$ cat src/board_io_defines.svh
////////////////////////////////////////
// Board I/O layer constants
// Pad counts, tie-off masks and pad indices
////////////////////////////////////////

`ifndef BOARD_IO_DEFINES_SVH
`define BOARD_IO_DEFINES_SVH

// Pad counts
`define BOARD_IO_NUM_MIO 32
`define BOARD_IO_NUM_DIO 15
`define BOARD_IO_NUM_PADS 47

// Input synchronizer depth
`define BOARD_IO_SYNC_STAGES 2

// Connected pads, MIO 23..20 are not bonded out
`define BOARD_IO_MIO_CONNECT 32'hFF0F_FFFF
// DIO 2, 3, 4 and 7 are tied off
`define BOARD_IO_DIO_CONNECT 15'h7F63

// MIO pad indices
`define BOARD_IO_MIO_USE_UPHY 2
`define BOARD_IO_MIO_JTAG_EN 16
`define BOARD_IO_MIO_TRST 18
`define BOARD_IO_MIO_SRST 19

// DIO pad indices, USB device
`define BOARD_IO_DIO_USB_DN 0
`define BOARD_IO_DIO_USB_DP 1
`define BOARD_IO_DIO_USB_D 2
`define BOARD_IO_DIO_USB_DN_PULLUP 5
`define BOARD_IO_DIO_USB_DP_PULLUP 6
`define BOARD_IO_DIO_USB_SENSE 8

// DIO pad indices, SPI device
`define BOARD_IO_DIO_SPI_SDO 11
`define BOARD_IO_DIO_SPI_SDI 12
`define BOARD_IO_DIO_SPI_CSB 13
`define BOARD_IO_DIO_SPI_SCK 14

`endif

$ cat src/board_io_pkg.sv
////////////////////////////////////////
// Board I/O types
// Pad drive bundles, pad attributes, JTAG and USB PHY ports
////////////////////////////////////////

`include "board_io_defines.svh"

package board_io_pkg;

  ////////////////////////////////////////
  // Pad side
  ////////////////////////////////////////

  // Out and output enable for every pad, MIO in the low 32 bits
  typedef struct packed {
    logic [`BOARD_IO_NUM_PADS-1:0] out;
    logic [`BOARD_IO_NUM_PADS-1:0] oe;
  } pad_drive_t;

  // Attributes of a single pad
  typedef struct packed {
    // Inverts the pad in both directions
    logic invert;
    // Drive only when the pad value is low
    logic open_drain;
  } pad_attr_bits_t;

  // Attributes of all pads, two bits per pad
  typedef struct packed {
    pad_attr_bits_t [`BOARD_IO_NUM_PADS-1:0] pad;
  } pad_attr_t;

  ////////////////////////////////////////
  // Debug and PHY side
  ////////////////////////////////////////

  // JTAG signals taken over from the pads
  typedef struct packed {
    logic tck;
    logic tms;
    logic tdi;
    logic trst_n;
    logic srst_n;
  } jtag_port_t;

  // Receive path of the external USB PHY
  typedef struct packed {
    logic dp;
    logic dn;
    logic d;
    logic sense;
  } uphy_rx_t;

endpackage

$ cat src/board_io_top.sv
////////////////////////////////////////
// Board I/O top level
// USB swap, JTAG overlay and the pad cells
////////////////////////////////////////

`timescale 1ns/1ps

`include "board_io_defines.svh"

module board_io_top (
  input  logic                            clk_main_i,
  input  logic                            rst_i,
  // Core side
  input  board_io_pkg::pad_drive_t        core_drive_i,
  input  board_io_pkg::pad_attr_t         core_attr_i,
  output logic [`BOARD_IO_NUM_PADS-1:0]   core_in_o,
  // Pad side
  input  logic [`BOARD_IO_NUM_PADS-1:0]   pad_in_i,
  output logic [`BOARD_IO_NUM_PADS-1:0]   pad_out_o,
  output logic [`BOARD_IO_NUM_PADS-1:0]   pad_oe_o,
  // Debug port
  output board_io_pkg::jtag_port_t        jtag_o,
  input  logic                            jtag_tdo_i,
  // External USB PHY
  input  board_io_pkg::uphy_rx_t          uphy_rx_i,
  output logic                            uphy_dp_tx_o,
  output logic                            uphy_dn_tx_o,
  output logic                            uphy_oe_n_o,
  output logic                            uphy_dppullup_o
);

  import board_io_pkg::*;

  // DIOs sit above the MIOs
  localparam logic [`BOARD_IO_NUM_PADS-1:0] ConnectMask = {
    `BOARD_IO_DIO_CONNECT,
    `BOARD_IO_MIO_CONNECT
  };

  // Core <- USB swap <- JTAG overlay <- pad cells
  pad_drive_t                    swap_drive;
  pad_drive_t                    pad_drive;
  logic [`BOARD_IO_NUM_PADS-1:0] overlay_in;
  logic [`BOARD_IO_NUM_PADS-1:0] sync_in;

  ////////////////////////////////////////
  // USB pin flip
  ////////////////////////////////////////

  usb_swap_mux u_usb_swap_mux (
    .clk_main_i      ( clk_main_i      ),
    .rst_i           ( rst_i           ),
    .core_drive_i    ( core_drive_i    ),
    .core_in_o       ( core_in_o       ),
    .drive_o         ( swap_drive      ),
    .overlay_in_i    ( overlay_in      ),
    .uphy_rx_i       ( uphy_rx_i       ),
    .uphy_dp_tx_o    ( uphy_dp_tx_o    ),
    .uphy_dn_tx_o    ( uphy_dn_tx_o    ),
    .uphy_oe_n_o     ( uphy_oe_n_o     ),
    .uphy_dppullup_o ( uphy_dppullup_o )
  );

  ////////////////////////////////////////
  // JTAG overlay
  ////////////////////////////////////////

  jtag_overlay_mux u_jtag_overlay_mux (
    .drive_i      ( swap_drive ),
    .overlay_in_o ( overlay_in ),
    .drive_o      ( pad_drive  ),
    .sync_in_i    ( sync_in    ),
    .jtag_o       ( jtag_o     ),
    .jtag_tdo_i   ( jtag_tdo_i )
  );

  ////////////////////////////////////////
  // Pad cells
  ////////////////////////////////////////

  for (genvar p = 0; p < `BOARD_IO_NUM_PADS; p++) begin : gen_pad
    pad_cell #(
      .Connected ( ConnectMask[p] )
    ) u_pad_cell (
      .clk_main_i  ( clk_main_i           ),
      .rst_i       ( rst_i                ),
      .drive_out_i ( pad_drive.out[p]     ),
      .drive_oe_i  ( pad_drive.oe[p]      ),
      .attr_i      ( core_attr_i.pad[p]   ),
      .sync_in_o   ( sync_in[p]           ),
      .pad_in_i    ( pad_in_i[p]          ),
      .pad_out_o   ( pad_out_o[p]         ),
      .pad_oe_o    ( pad_oe_o[p]          )
    );
  end

endmodule

$ cat src/jtag_overlay_mux.sv
////////////////////////////////////////
// JTAG overlay mux
// Hands the JTAG pads to the debug port while the strap is high
////////////////////////////////////////

`timescale 1ns/1ps

`include "board_io_defines.svh"

module jtag_overlay_mux (
  // From the USB swap mux
  input  board_io_pkg::pad_drive_t        drive_i,
  output logic [`BOARD_IO_NUM_PADS-1:0]   overlay_in_o,
  // To the pad cells
  output board_io_pkg::pad_drive_t        drive_o,
  input  logic [`BOARD_IO_NUM_PADS-1:0]   sync_in_i,
  // Debug port
  output board_io_pkg::jtag_port_t        jtag_o,
  input  logic                            jtag_tdo_i
);

  import board_io_pkg::*;

  localparam int NumPads = `BOARD_IO_NUM_PADS;

  // JTAG pads in the combined pad index space
  localparam int TckIdx  = `BOARD_IO_NUM_MIO + `BOARD_IO_DIO_SPI_SCK;
  localparam int TmsIdx  = `BOARD_IO_NUM_MIO + `BOARD_IO_DIO_SPI_CSB;
  localparam int TdiIdx  = `BOARD_IO_NUM_MIO + `BOARD_IO_DIO_SPI_SDI;
  localparam int TdoIdx  = `BOARD_IO_NUM_MIO + `BOARD_IO_DIO_SPI_SDO;
  localparam int TrstIdx = `BOARD_IO_MIO_TRST;
  localparam int SrstIdx = `BOARD_IO_MIO_SRST;

  // Pads taken away from the core while JTAG is active
  localparam logic [NumPads-1:0] JtagMask = (NumPads'(1) << TckIdx)
                                          | (NumPads'(1) << TmsIdx)
                                          | (NumPads'(1) << TdiIdx)
                                          | (NumPads'(1) << TdoIdx)
                                          | (NumPads'(1) << TrstIdx)
                                          | (NumPads'(1) << SrstIdx);

  // SPI CSB is active low, so it idles high towards the core
  localparam logic [NumPads-1:0] TieOffValues = NumPads'(1) << TmsIdx;

  logic       jtag_en;
  jtag_port_t jtag_pads;

  // Strap comes from the synchronized pad
  assign jtag_en = sync_in_i[`BOARD_IO_MIO_JTAG_EN];

  assign jtag_pads = '{
    tck:    sync_in_i[TckIdx],
    tms:    sync_in_i[TmsIdx],
    tdi:    sync_in_i[TdiIdx],
    trst_n: sync_in_i[TrstIdx],
    srst_n: sync_in_i[SrstIdx]
  };

  assign jtag_o = jtag_en ? jtag_pads : '0;

  ////////////////////////////////////////
  // Pad overlay
  ////////////////////////////////////////

  always_comb begin
    drive_o      = drive_i;
    overlay_in_o = sync_in_i;
    if (jtag_en) begin
      // Release the stolen pads, then drive TDO
      drive_o.out         = drive_i.out & ~JtagMask;
      drive_o.oe          = drive_i.oe & ~JtagMask;
      drive_o.out[TdoIdx] = jtag_tdo_i;
      drive_o.oe[TdoIdx]  = 1'b1;
      // Core sees idle values on the stolen pads
      overlay_in_o = (sync_in_i & ~JtagMask) | TieOffValues;
    end
  end

endmodule

$ cat src/pad_cell.sv
////////////////////////////////////////
// Pad cell
// Applies pad attributes, synchronizes the pad input
////////////////////////////////////////

`timescale 1ns/1ps

`include "board_io_defines.svh"

module pad_cell #(
  // Cleared for pads that are not bonded out
  parameter bit Connected = 1'b1
) (
  input  logic                          clk_main_i,
  input  logic                          rst_i,
  // Core side
  input  logic                          drive_out_i,
  input  logic                          drive_oe_i,
  input  board_io_pkg::pad_attr_bits_t  attr_i,
  output logic                          sync_in_o,
  // Pad side
  input  logic                          pad_in_i,
  output logic                          pad_out_o,
  output logic                          pad_oe_o
);

  localparam int SyncStages = `BOARD_IO_SYNC_STAGES;

  logic                  out_inv;
  logic                  in_inv;
  logic [SyncStages-1:0] sync_q;

  ////////////////////////////////////////
  // Drive path
  ////////////////////////////////////////

  assign out_inv = drive_out_i ^ attr_i.invert;

  // Open drain only pulls low, a high value floats the pad
  assign pad_out_o = Connected & out_inv;
  assign pad_oe_o  = Connected & drive_oe_i & ~(attr_i.open_drain & out_inv);

  ////////////////////////////////////////
  // Input path
  ////////////////////////////////////////

  // Unconnected pads read back as 0
  assign in_inv = Connected & (pad_in_i ^ attr_i.invert);

  // Two flop synchronizer, pad input is asynchronous
  always_ff @(posedge clk_main_i) begin
    if (rst_i) begin
      sync_q <= '0;
    end else begin
      sync_q <= {sync_q[SyncStages-2:0], in_inv};
    end
  end

  assign sync_in_o = sync_q[SyncStages-1];

endmodule

$ cat src/usb_swap_mux.sv
////////////////////////////////////////
// USB swap mux
// Undoes the USB pin flip, selects the external PHY receive path
////////////////////////////////////////

`timescale 1ns/1ps

`include "board_io_defines.svh"

module usb_swap_mux (
  input  logic                            clk_main_i,
  input  logic                            rst_i,
  // Core side
  input  board_io_pkg::pad_drive_t        core_drive_i,
  output logic [`BOARD_IO_NUM_PADS-1:0]   core_in_o,
  // Towards the JTAG overlay
  output board_io_pkg::pad_drive_t        drive_o,
  input  logic [`BOARD_IO_NUM_PADS-1:0]   overlay_in_i,
  // External USB PHY
  input  board_io_pkg::uphy_rx_t          uphy_rx_i,
  output logic                            uphy_dp_tx_o,
  output logic                            uphy_dn_tx_o,
  output logic                            uphy_oe_n_o,
  output logic                            uphy_dppullup_o
);

  import board_io_pkg::*;

  localparam int SyncStages = `BOARD_IO_SYNC_STAGES;

  // USB pads in the combined pad index space
  localparam int DnIdx    = `BOARD_IO_NUM_MIO + `BOARD_IO_DIO_USB_DN;
  localparam int DpIdx    = `BOARD_IO_NUM_MIO + `BOARD_IO_DIO_USB_DP;
  localparam int DIdx     = `BOARD_IO_NUM_MIO + `BOARD_IO_DIO_USB_D;
  localparam int DnPuIdx  = `BOARD_IO_NUM_MIO + `BOARD_IO_DIO_USB_DN_PULLUP;
  localparam int DpPuIdx  = `BOARD_IO_NUM_MIO + `BOARD_IO_DIO_USB_DP_PULLUP;
  localparam int SenseIdx = `BOARD_IO_NUM_MIO + `BOARD_IO_DIO_USB_SENSE;

  uphy_rx_t [SyncStages-1:0] uphy_sync_q;
  uphy_rx_t                  rx_sel;
  pad_drive_t                swap_drive;
  logic                      undo_swap;
  logic                      use_uphy;

  // Core flips the pins whenever it enables the DN pull-up
  assign undo_swap = core_drive_i.oe[DnPuIdx];
  // Board switch, already synchronized by its pad cell
  assign use_uphy  = overlay_in_i[`BOARD_IO_MIO_USE_UPHY];

  ////////////////////////////////////////
  // Drive path
  ////////////////////////////////////////

  always_comb begin
    swap_drive = core_drive_i;
    if (undo_swap) begin
      swap_drive.out[DnIdx]   = core_drive_i.out[DpIdx];
      swap_drive.oe[DnIdx]    = core_drive_i.oe[DpIdx];
      swap_drive.out[DpIdx]   = core_drive_i.out[DnIdx];
      swap_drive.oe[DpIdx]    = core_drive_i.oe[DnIdx];
      swap_drive.out[DnPuIdx] = core_drive_i.out[DpPuIdx];
      swap_drive.oe[DnPuIdx]  = core_drive_i.oe[DpPuIdx];
      swap_drive.out[DpPuIdx] = core_drive_i.out[DnPuIdx];
      swap_drive.oe[DpPuIdx]  = core_drive_i.oe[DnPuIdx];
      // D polarity follows the flip
      swap_drive.out[DIdx]    = ~core_drive_i.out[DIdx];
    end
  end

  assign drive_o = swap_drive;

  // PHY transmit copies the unflipped pads
  assign uphy_dp_tx_o    = swap_drive.out[DpIdx];
  assign uphy_dn_tx_o    = swap_drive.out[DnIdx];
  assign uphy_oe_n_o     = ~swap_drive.oe[DpIdx];
  assign uphy_dppullup_o = swap_drive.out[DpPuIdx] & swap_drive.oe[DpPuIdx];

  ////////////////////////////////////////
  // Receive path
  ////////////////////////////////////////

  // PHY inputs bypass the pad cells, so they get their own synchronizer
  always_ff @(posedge clk_main_i) begin
    if (rst_i) begin
      uphy_sync_q <= '0;
    end else begin
      uphy_sync_q <= {uphy_sync_q[SyncStages-2:0], uphy_rx_i};
    end
  end

  always_comb begin
    if (use_uphy) begin
      rx_sel = uphy_sync_q[SyncStages-1];
    end else begin
      rx_sel = '{
        dp:    overlay_in_i[DpIdx],
        dn:    overlay_in_i[DnIdx],
        d:     overlay_in_i[DIdx],
        sense: overlay_in_i[SenseIdx]
      };
    end
  end

  always_comb begin
    core_in_o           = overlay_in_i;
    core_in_o[DnIdx]    = undo_swap ? rx_sel.dp : rx_sel.dn;
    core_in_o[DpIdx]    = undo_swap ? rx_sel.dn : rx_sel.dp;
    core_in_o[DIdx]     = rx_sel.d ^ undo_swap;
    core_in_o[SenseIdx] = rx_sel.sense;
  end

endmodule
$ cat config.mk
export PLATFORM = sky130hd
export DESIGN_NAME = board_io_top
export DESIGN_NICKNAME = d
export VERILOG_FILES = /design/src/board_io_pkg.sv /design/src/board_io_top.sv /design/src/jtag_overlay_mux.sv /design/src/pad_cell.sv /design/src/usb_swap_mux.sv
export VERILOG_INCLUDE_DIRS = /design/src
export SDC_FILE = /design/constraint.sdc
export NUM_CORES = 1
export LEC_CHECK = 0
export ABC_AREA = 0
export CORE_AREA = 2 2 150 152
export DETAILED_ROUTE_END_ITERATION = 8
export DIE_AREA = 0 0 152 154
export DONT_BUFFER_PORTS = 1
export PLACE_DENSITY_LB_ADDON = 0.25
export SLEW_MARGIN = 20
export SYNTH_ARGS = -nofsm -noshare
export SYNTH_HDL_FRONTEND = slang
export SYNTH_SLANG_ARGS = --single-unit
$ cat constraint.sdc
create_clock -name clk_main_i -period 1.3 [get_ports clk_main_i]
set_input_delay 0.195 -clock clk_main_i [delete_from_list [all_inputs] [get_ports clk_main_i]]
set_output_delay 0.195 -clock clk_main_i [all_outputs]
set_load 0.005 [all_outputs]
==> results.sh, run 1 <==
export IMPL_die_w_um=152
export IMPL_arrival_ns=1.37
export IMPL_critPathMaxStageDelay_ns=0.37
export IMPL_drive_gt1_frac=0.143
export IMPL_synth_cells=473
export IMPL_cp_slowest_cell="dfxtp_4"
export IMPL_drv_slew=0
export IMPL_crit_path_end_kind="primary output"
export IMPL_ys_async_sr_fraction=0
export IMPL_p_sw_mw=1.60
export IMPL_syn_area_sq_mm=0.00450
export IMPL_dieArea_sq_mm=0.0234
export IMPL_cp_cell_sequence="buf_12 > mux2i_4 > xnor2_2 > buf_4"
export IMPL_syn_avg_cell_area_sq_um=9.51
export IMPL_r2r_start="gen_pad[12].u_pad_cell.sync_q[0]$_SDFF_PP0_"
export IMPL_violations="negative setup slack"
export IMPL_synth_top_cell_by_area="dfxtp_1"
export IMPL_finalSetupViolations=25
export IMPL_tightest_slew_ns=0.552
export IMPL_ys_types=23
export IMPL_cts_tree="yes"
export IMPL_drt_antenna_violating_nets=0
export IMPL_clockPowerShare=0.408
export IMPL_gr_usage_all_layers=0.0875
export IMPL_clk_pin_slew_ns=0.07
export IMPL_p_comb_frac=0.149
export IMPL_htreeDepth=3
export IMPL_ios=392
export IMPL_maxCapViolCount=0
export IMPL_synth_edf_count=0
export IMPL_clk_path_buf_depth=2
export IMPL_fin_crit_sh=1.20
export IMPL_gr_total_overflow=0
export IMPL_p_leak_nw=2.10
export IMPL_design_area_sq_mm=0.00524
export IMPL_cts_sink_count=86
export IMPL_final_nets=692
export IMPL_postPlaceCellArea_sq_mm=0.00400
export IMPL_critPathKind="flip-flop to primary output"
export IMPL_finalSetupTns_ns=-4.47
export IMPL_hp_start="core_attr_i[21]"
export IMPL_synthFlopType="dfxtp_1"
export IMPL_rsz0062_at_grt="yes"
export IMPL_required_ns=1.11
export IMPL_fp_row_count=54
export IMPL_synth_top_cell_area_share=0.383
export IMPL_fill_cells=2331
export IMPL_critPathLaunchType="flip-flop"
export IMPL_dr_pass1_iters=4
export IMPL_clock_fmax_ghz=0.640
export IMPL_cts_root_buffer="clkbuf_16"
export IMPL_yosys_warnings=0
export IMPL_swShare=0.247
export IMPL_grt_pass1_vias=2856
export IMPL_first_iter_violations=52
export IMPL_detail_route_wl_per_cell_um=15.0
export IMPL_initial_utilization=0.208
export IMPL_post_route_min_period_ns=1.56
export IMPL_synthTopCellsByArea="dfxtp_1 38%, buf_4 22%, xnor2_1 9.3%"
export IMPL_place_gp_congestion=0.763
export IMPL_viasPerCell=3.81
export IMPL_coreArea_sq_mm=0.0217
export IMPL_ys_seq_elements=86
export IMPL_cts_buffers=9
export IMPL_grt_pass1_wl_mm=15.2
export IMPL_relSlewSlack=0.629
export IMPL_crit_path_start="gen_pad[16].u_pad_cell.sync_q[1]$_SDFF_PP0_"
export IMPL_clk_latency_ns=0.35
export IMPL_worstHoldPathType="input pin to flip-flop"
export IMPL_yosysSeqAreaShare=0.383
export IMPL_grt_max_degree=48
export IMPL_syn2layout_area_growth_pct=16.3
export IMPL_hold_viol_final=0
export IMPL_setup_ws_ns=-0.263
export IMPL_vias=2811
export IMPL_grt_antenna_before_repair=2
export IMPL_cp_max_fo=8
export IMPL_wl_mm=11.0
export IMPL_power_density_mw_per_mm2=1240
export IMPL_numPortBuffers=0
export IMPL_p_int_mw=4.87
export IMPL_drcViolationCount=0
export IMPL_chipHeight_um=154
export IMPL_seqPwrFrac=0.443
export IMPL_status="finished with violations"
export IMPL_dp_final_hpwl_mm=7.79
export IMPL_power_mw=6.47
export IMPL_fin_skew_ns=0.0103
export IMPL_max_vdd_ir_drop_mv=0.486
## worst max-delay path, delay by kind of cell (launching register included)
family                 cells  cell delay (ns)
flip-flops                 1             0.37
XOR/XNOR                   1             0.14
buffers and inverters      2             0.27
multiplexers               1             0.23
## worst paths after layout
| path | slack [ns] | end | cells past startpoint |
|---|---|---|---|
| hold reg to reg | 0.44 | gen_pad[13].u_pad_cell.sync_q[1]$_SDFF_PP0_ | 1 |
| setup / recovery | -0.26 | pad_out_o[43] | 4 |
| hold / removal | 0.002 | gen_pad[10].u_pad_cell.sync_q[0]$_SDFF_PP0_ | 2 |
| setup reg to reg | 0.23 | gen_pad[12].u_pad_cell.sync_q[1]$_SDFF_PP0_ | 2 |
## cells in the final DEF (no fill, tap or decap)
cell,synthesis,final
mux2i_1,5,4
buf_12,0,3
a21oi_1,8,2
inv_6,0,2
nand3b_1,1,1
or2_1,1,1
conb_1,1,23
mux2_4,2,3
clkinv_4,0,1
a21boi_0,29,29
nand2b_1,10,9
dlygate4sd3_1,0,70
xor2_2,2,2
a21oi_2,2,8
xnor2_1,48,42
buf_4,132,11
nor2_1,41,41
nand2_1,4,4
buf_6,1,2
xnor2_2,0,5
clkbuf_16,0,10
and2_4,0,3
bufinv_16,0,1
nor2b_1,52,47
xor2_1,30,30
mux4_2,2,2
clkinvlp_4,0,1
xnor2_4,0,1
nor2b_4,0,5
diode_2,0,2
clkinv_2,0,1
nand2b_4,0,1
clkbuf_1,5,1
dfxtp_4,0,2
dfxtp_1,86,84
mux2i_4,0,1
and2_1,5,2
## power by group through the flow
stage	Combinational, mW	Sequential [mW]	Clock (mW)
after detailed placement	0.656	2.93	0
after global routing	1.04	2.88	2.90
after floorplan	0.969	2.89	0
after global placement	0.656	2.93	0
final	0.963	2.87	2.64
after CTS	0.923	2.87	2.80
## cell type report
type                       instances  area [sq um]  area share
antenna                            2          5.00    0.000956
clock buffer                      10           229      0.0437
clock inverter                     6          68.8      0.0131
multi-input combinational        266          1960       0.375
sequential                        86          1730       0.330
tap                              280           350      0.0669
timing repair buffer              87           891       0.170
## through the flow
stage	utilization	setup slack [ns]	instances	hold slack [ns]
global route	0.241	-0.326	737	0.00480
floorplan	-	0.0544	495	0.323
detailed placement	0.184	-0.000186	645	0.279
finish	0.241	-0.263	737	0.00156
CTS	0.236	-0.296	735	0.000413
global placement	0.184	0.00358	645	0.278
## cell families after synthesis
logic type             Yosys count  share of synthesized area
AO/OA/AOI/OAI                   39                     0.0612
XOR/XNOR                        80                      0.159
buffers and inverters          143                      0.232
flip-flops                      86                      0.383
multiplexers                    10                     0.0303
other                            1                   0.000833
AND/OR/NAND/NOR                114                      0.134
## repair_timing
item                                   in CTS  in global routing
setup endpoints to repair                  26                 28
gates cloned                                0                  1
buffers inserted                            1                  1
hold buffers                               73                  0
pin swaps                                   8                  5
endpoints found under the hold margin      86                  0
gates resized for setup                    21                 18
## flip-flops by register name, summed over array words and instances (netlist names)
signal / flops
gen_pad.u_pad_cell.sync_q: 78
u_usb_swap_mux.uphy_sync_q: 8
## routing by layer
metal / global-route usage / part of all wire / vias up
met3: 0.0296 / 0.083 / 28
met2: 0.156 / 0.52 / 217
li1: - / - / 1269
met1: 0.0801 / 0.34 / 1297
met4: 0.0748 / 0.059 / 0
met5: 0 / 0 / -
## cells in the mapped netlist, drive strengths merged (5+ instances only)
| master | n |
|---|---|
| buf | 138 |
| dfxtp | 86 |
| nor2b | 52 |
| xnor2 | 48 |
| nor2 | 41 |
| xor2 | 32 |
| a21boi | 29 |
| a21oi | 10 |
| nand2b | 10 |
| and2 | 5 |
| clkbuf | 5 |
| mux2i | 5 |
(Power assumes the default switching activity.)
==> inputs of run 2 (changes only) <==
--- a/config.mk
+++ b/config.mk
@@ -11,8 +11,10 @@
 export DETAILED_ROUTE_END_ITERATION = 8
 export DIE_AREA = 0 0 152 154
 export DONT_BUFFER_PORTS = 1
+export HOLD_SLACK_MARGIN = 0.15
 export PLACE_DENSITY_LB_ADDON = 0.25
 export SLEW_MARGIN = 20
 export SYNTH_ARGS = -nofsm -noshare
 export SYNTH_HDL_FRONTEND = slang
 export SYNTH_SLANG_ARGS = --single-unit
+export TNS_END_PERCENT = 1
==> results.sh, run 2 (synthesis gave the netlist of run 1 again) <==
export IMPL_critPathKind="flip-flop to primary output"
export IMPL_clock_fmax_ghz=0.640
export IMPL_fin_skew_ns=0.00932
export IMPL_gr_total_overflow=0
export IMPL_clk_path_buf_depth=2
export IMPL_dp_final_hpwl_mm=7.79
export IMPL_status="finished with violations"
export IMPL_chipHeight_um=154
export IMPL_regMostFlops="gen_pad.u_pad_cell.sync_q"
export IMPL_cts_buffers=9
export IMPL_grt_pass1_wl_mm=15.5
export IMPL_final_util=0.249
export IMPL_worst_path_stages=4
export IMPL_cts_sink_count=86
export IMPL_cts_tree="yes"
export IMPL_finalSetupViolations=27
export IMPL_wl_mm=11.0
export IMPL_rsz0062_at_grt="yes"
export IMPL_dr_pass1_iters=4
export IMPL_detail_route_wl_per_cell_um=14.5
export IMPL_dieArea_sq_mm=0.0234
export IMPL_final_common_cell="dlygate4sd3_1"
export IMPL_gr_usage_all_layers=0.0885
export IMPL_fp_row_count=54
export IMPL_viasPerCell=3.81
export IMPL_setup_ws_ns=-0.261
export IMPL_violations="negative setup slack"
export IMPL_drt_antenna_violating_nets=0
export IMPL_largest_register_ffs=78
export IMPL_htreeDepth=3
export IMPL_grt_pass1_vias=2909
export IMPL_tightest_slew_ns=0.529
export IMPL_cp_cell_sequence="buf_12 > mux2i_4 > xnor2_2 > buf_4"
export IMPL_vias=2894
export IMPL_finalSetupTns_ns=-3.83
export IMPL_die_w_um=152
export IMPL_coreArea_sq_mm=0.0217
export IMPL_post_route_min_period_ns=1.56
export IMPL_final_nets=715
export IMPL_r2r_cells=2
export IMPL_numPortBuffers=0
export IMPL_design_area_sq_mm=0.00541
export IMPL_maxCapViolCount=0
export IMPL_worstHoldPathType="input pin to flip-flop"
export IMPL_max_vdd_ir_drop_mv=0.485
export IMPL_holdPathStages=2
export IMPL_clk_latency_ns=0.35
export IMPL_p_leak_nw=2.20
export IMPL_place_gp_congestion=0.763
export IMPL_dp_cells=645
export IMPL_postPlaceCellArea_sq_mm=0.00400
export IMPL_arrival_ns=1.37
export IMPL_first_iter_violations=63
export IMPL_critPathLaunchType="flip-flop"
export IMPL_crit_family="flip-flops"
export IMPL_relSlewSlack=0.644
export IMPL_power_mw=6.53
export IMPL_grt_antenna_before_repair=2
export IMPL_cp_slowest_cell="dfxtp_4"
export IMPL_path_buf_inv=2
export IMPL_required_ns=1.11
export IMPL_crit_path_end_kind="primary output"
export IMPL_layout_common_cells="93 x dlygate4sd3_1, 84 x dfxtp_1, 48 x nor2b_1"
export IMPL_clk_pin_slew_ns=0.07
export IMPL_ios=392
export IMPL_power_density_mw_per_mm2=1210
export IMPL_drv_slew=0
export IMPL_fin_crit_sh=1.20
export IMPL_drcViolationCount=0
export IMPL_critPathMaxStageDelay_ns=0.38
export IMPL_cp_max_fo=8
export IMPL_initial_utilization=0.208
export IMPL_layout_cells_non_filler=760
export IMPL_syn2layout_area_growth_pct=20.2
export IMPL_reg_largest_list="gen_pad.u_pad_cell.sync_q x78, u_usb_swap_mux.uphy_sync_q x8"
export IMPL_hold_slack_ns=0.190
export IMPL_drive_gt1_frac=0.121
export IMPL_place_ws_ns=-0.000186
export IMPL_hold_viol_final=0
export IMPL_grt_max_degree=48
export IMPL_cts_root_buffer="clkbuf_16"
run 2: cell count changes in the layout (fill, tap and decap cells not counted):
cell	delta
a21oi_1	+2
a21oi_2	-2
and2_1	+2
and2_4	-2
buf_12	-1
buf_4	+1
buf_6	-1
clkbuf_16	-1
dlygate4sd3_1	+23
dlymetal6s4s_1	+2
nor2b_1	+1
nor2b_2	+3
nor2b_4	-4
run 2: timing repair:
item,in CTS,in global routing
buffers inserted,1,0
pin swaps,6,1
hold buffers,96,0
gates resized for setup,15,13
endpoints found under the hold margin,86,0
endpoints found under the setup margin,26,32
run 2: area by class of cell:
cell class	instances	area, sq um
clock buffers	10	229
fillers	2313	16300
flip-flops and latches	86	1730
diodes	2	5.00
clock inverters	6	68.8
well taps	280	350
repair buffers	110	1100
multi-input cells	266	1930
run 2: worst paths after layout:
| path | startpoint | endpoint | slack (ns) |
|---|---|---|---|
| max | gen_pad[16].u_pad_cell.sync_q[1]$_SDFF_PP0_ | pad_out_o[43] | -0.26 |
| min | rst_i | gen_pad[29].u_pad_cell.sync_q[0]$_SDFF_PP0_ | 0.19 |
| max reg2reg | gen_pad[41].u_pad_cell.sync_q[0]$_SDFF_PP0_ | gen_pad[41].u_pad_cell.sync_q[1]$_SDFF_PP0_ | 0.23 |
| min reg2reg | gen_pad[13].u_pad_cell.sync_q[0]$_SDFF_PP0_ | gen_pad[13].u_pad_cell.sync_q[1]$_SDFF_PP0_ | 0.44 |
run 2: layer usage:
metal	vias up	track usage	share of wire
met5	-	0	0
met4	0	0.0774	0.064
met3	30	0.0299	0.088
met2	210	0.157	0.52
met1	1339	0.0811	0.33
li1	1315	-	-
run 2: where the power goes:
part / switching (mW) / internal (mW) / leakage [nW] / total, mW
logic: 0.407 / 0.626 / 1.34 / 1.03
clock network: 1.13 / 1.50 / 0.143 / 2.63
registers: 0.0607 / 2.81 / 0.713 / 2.87
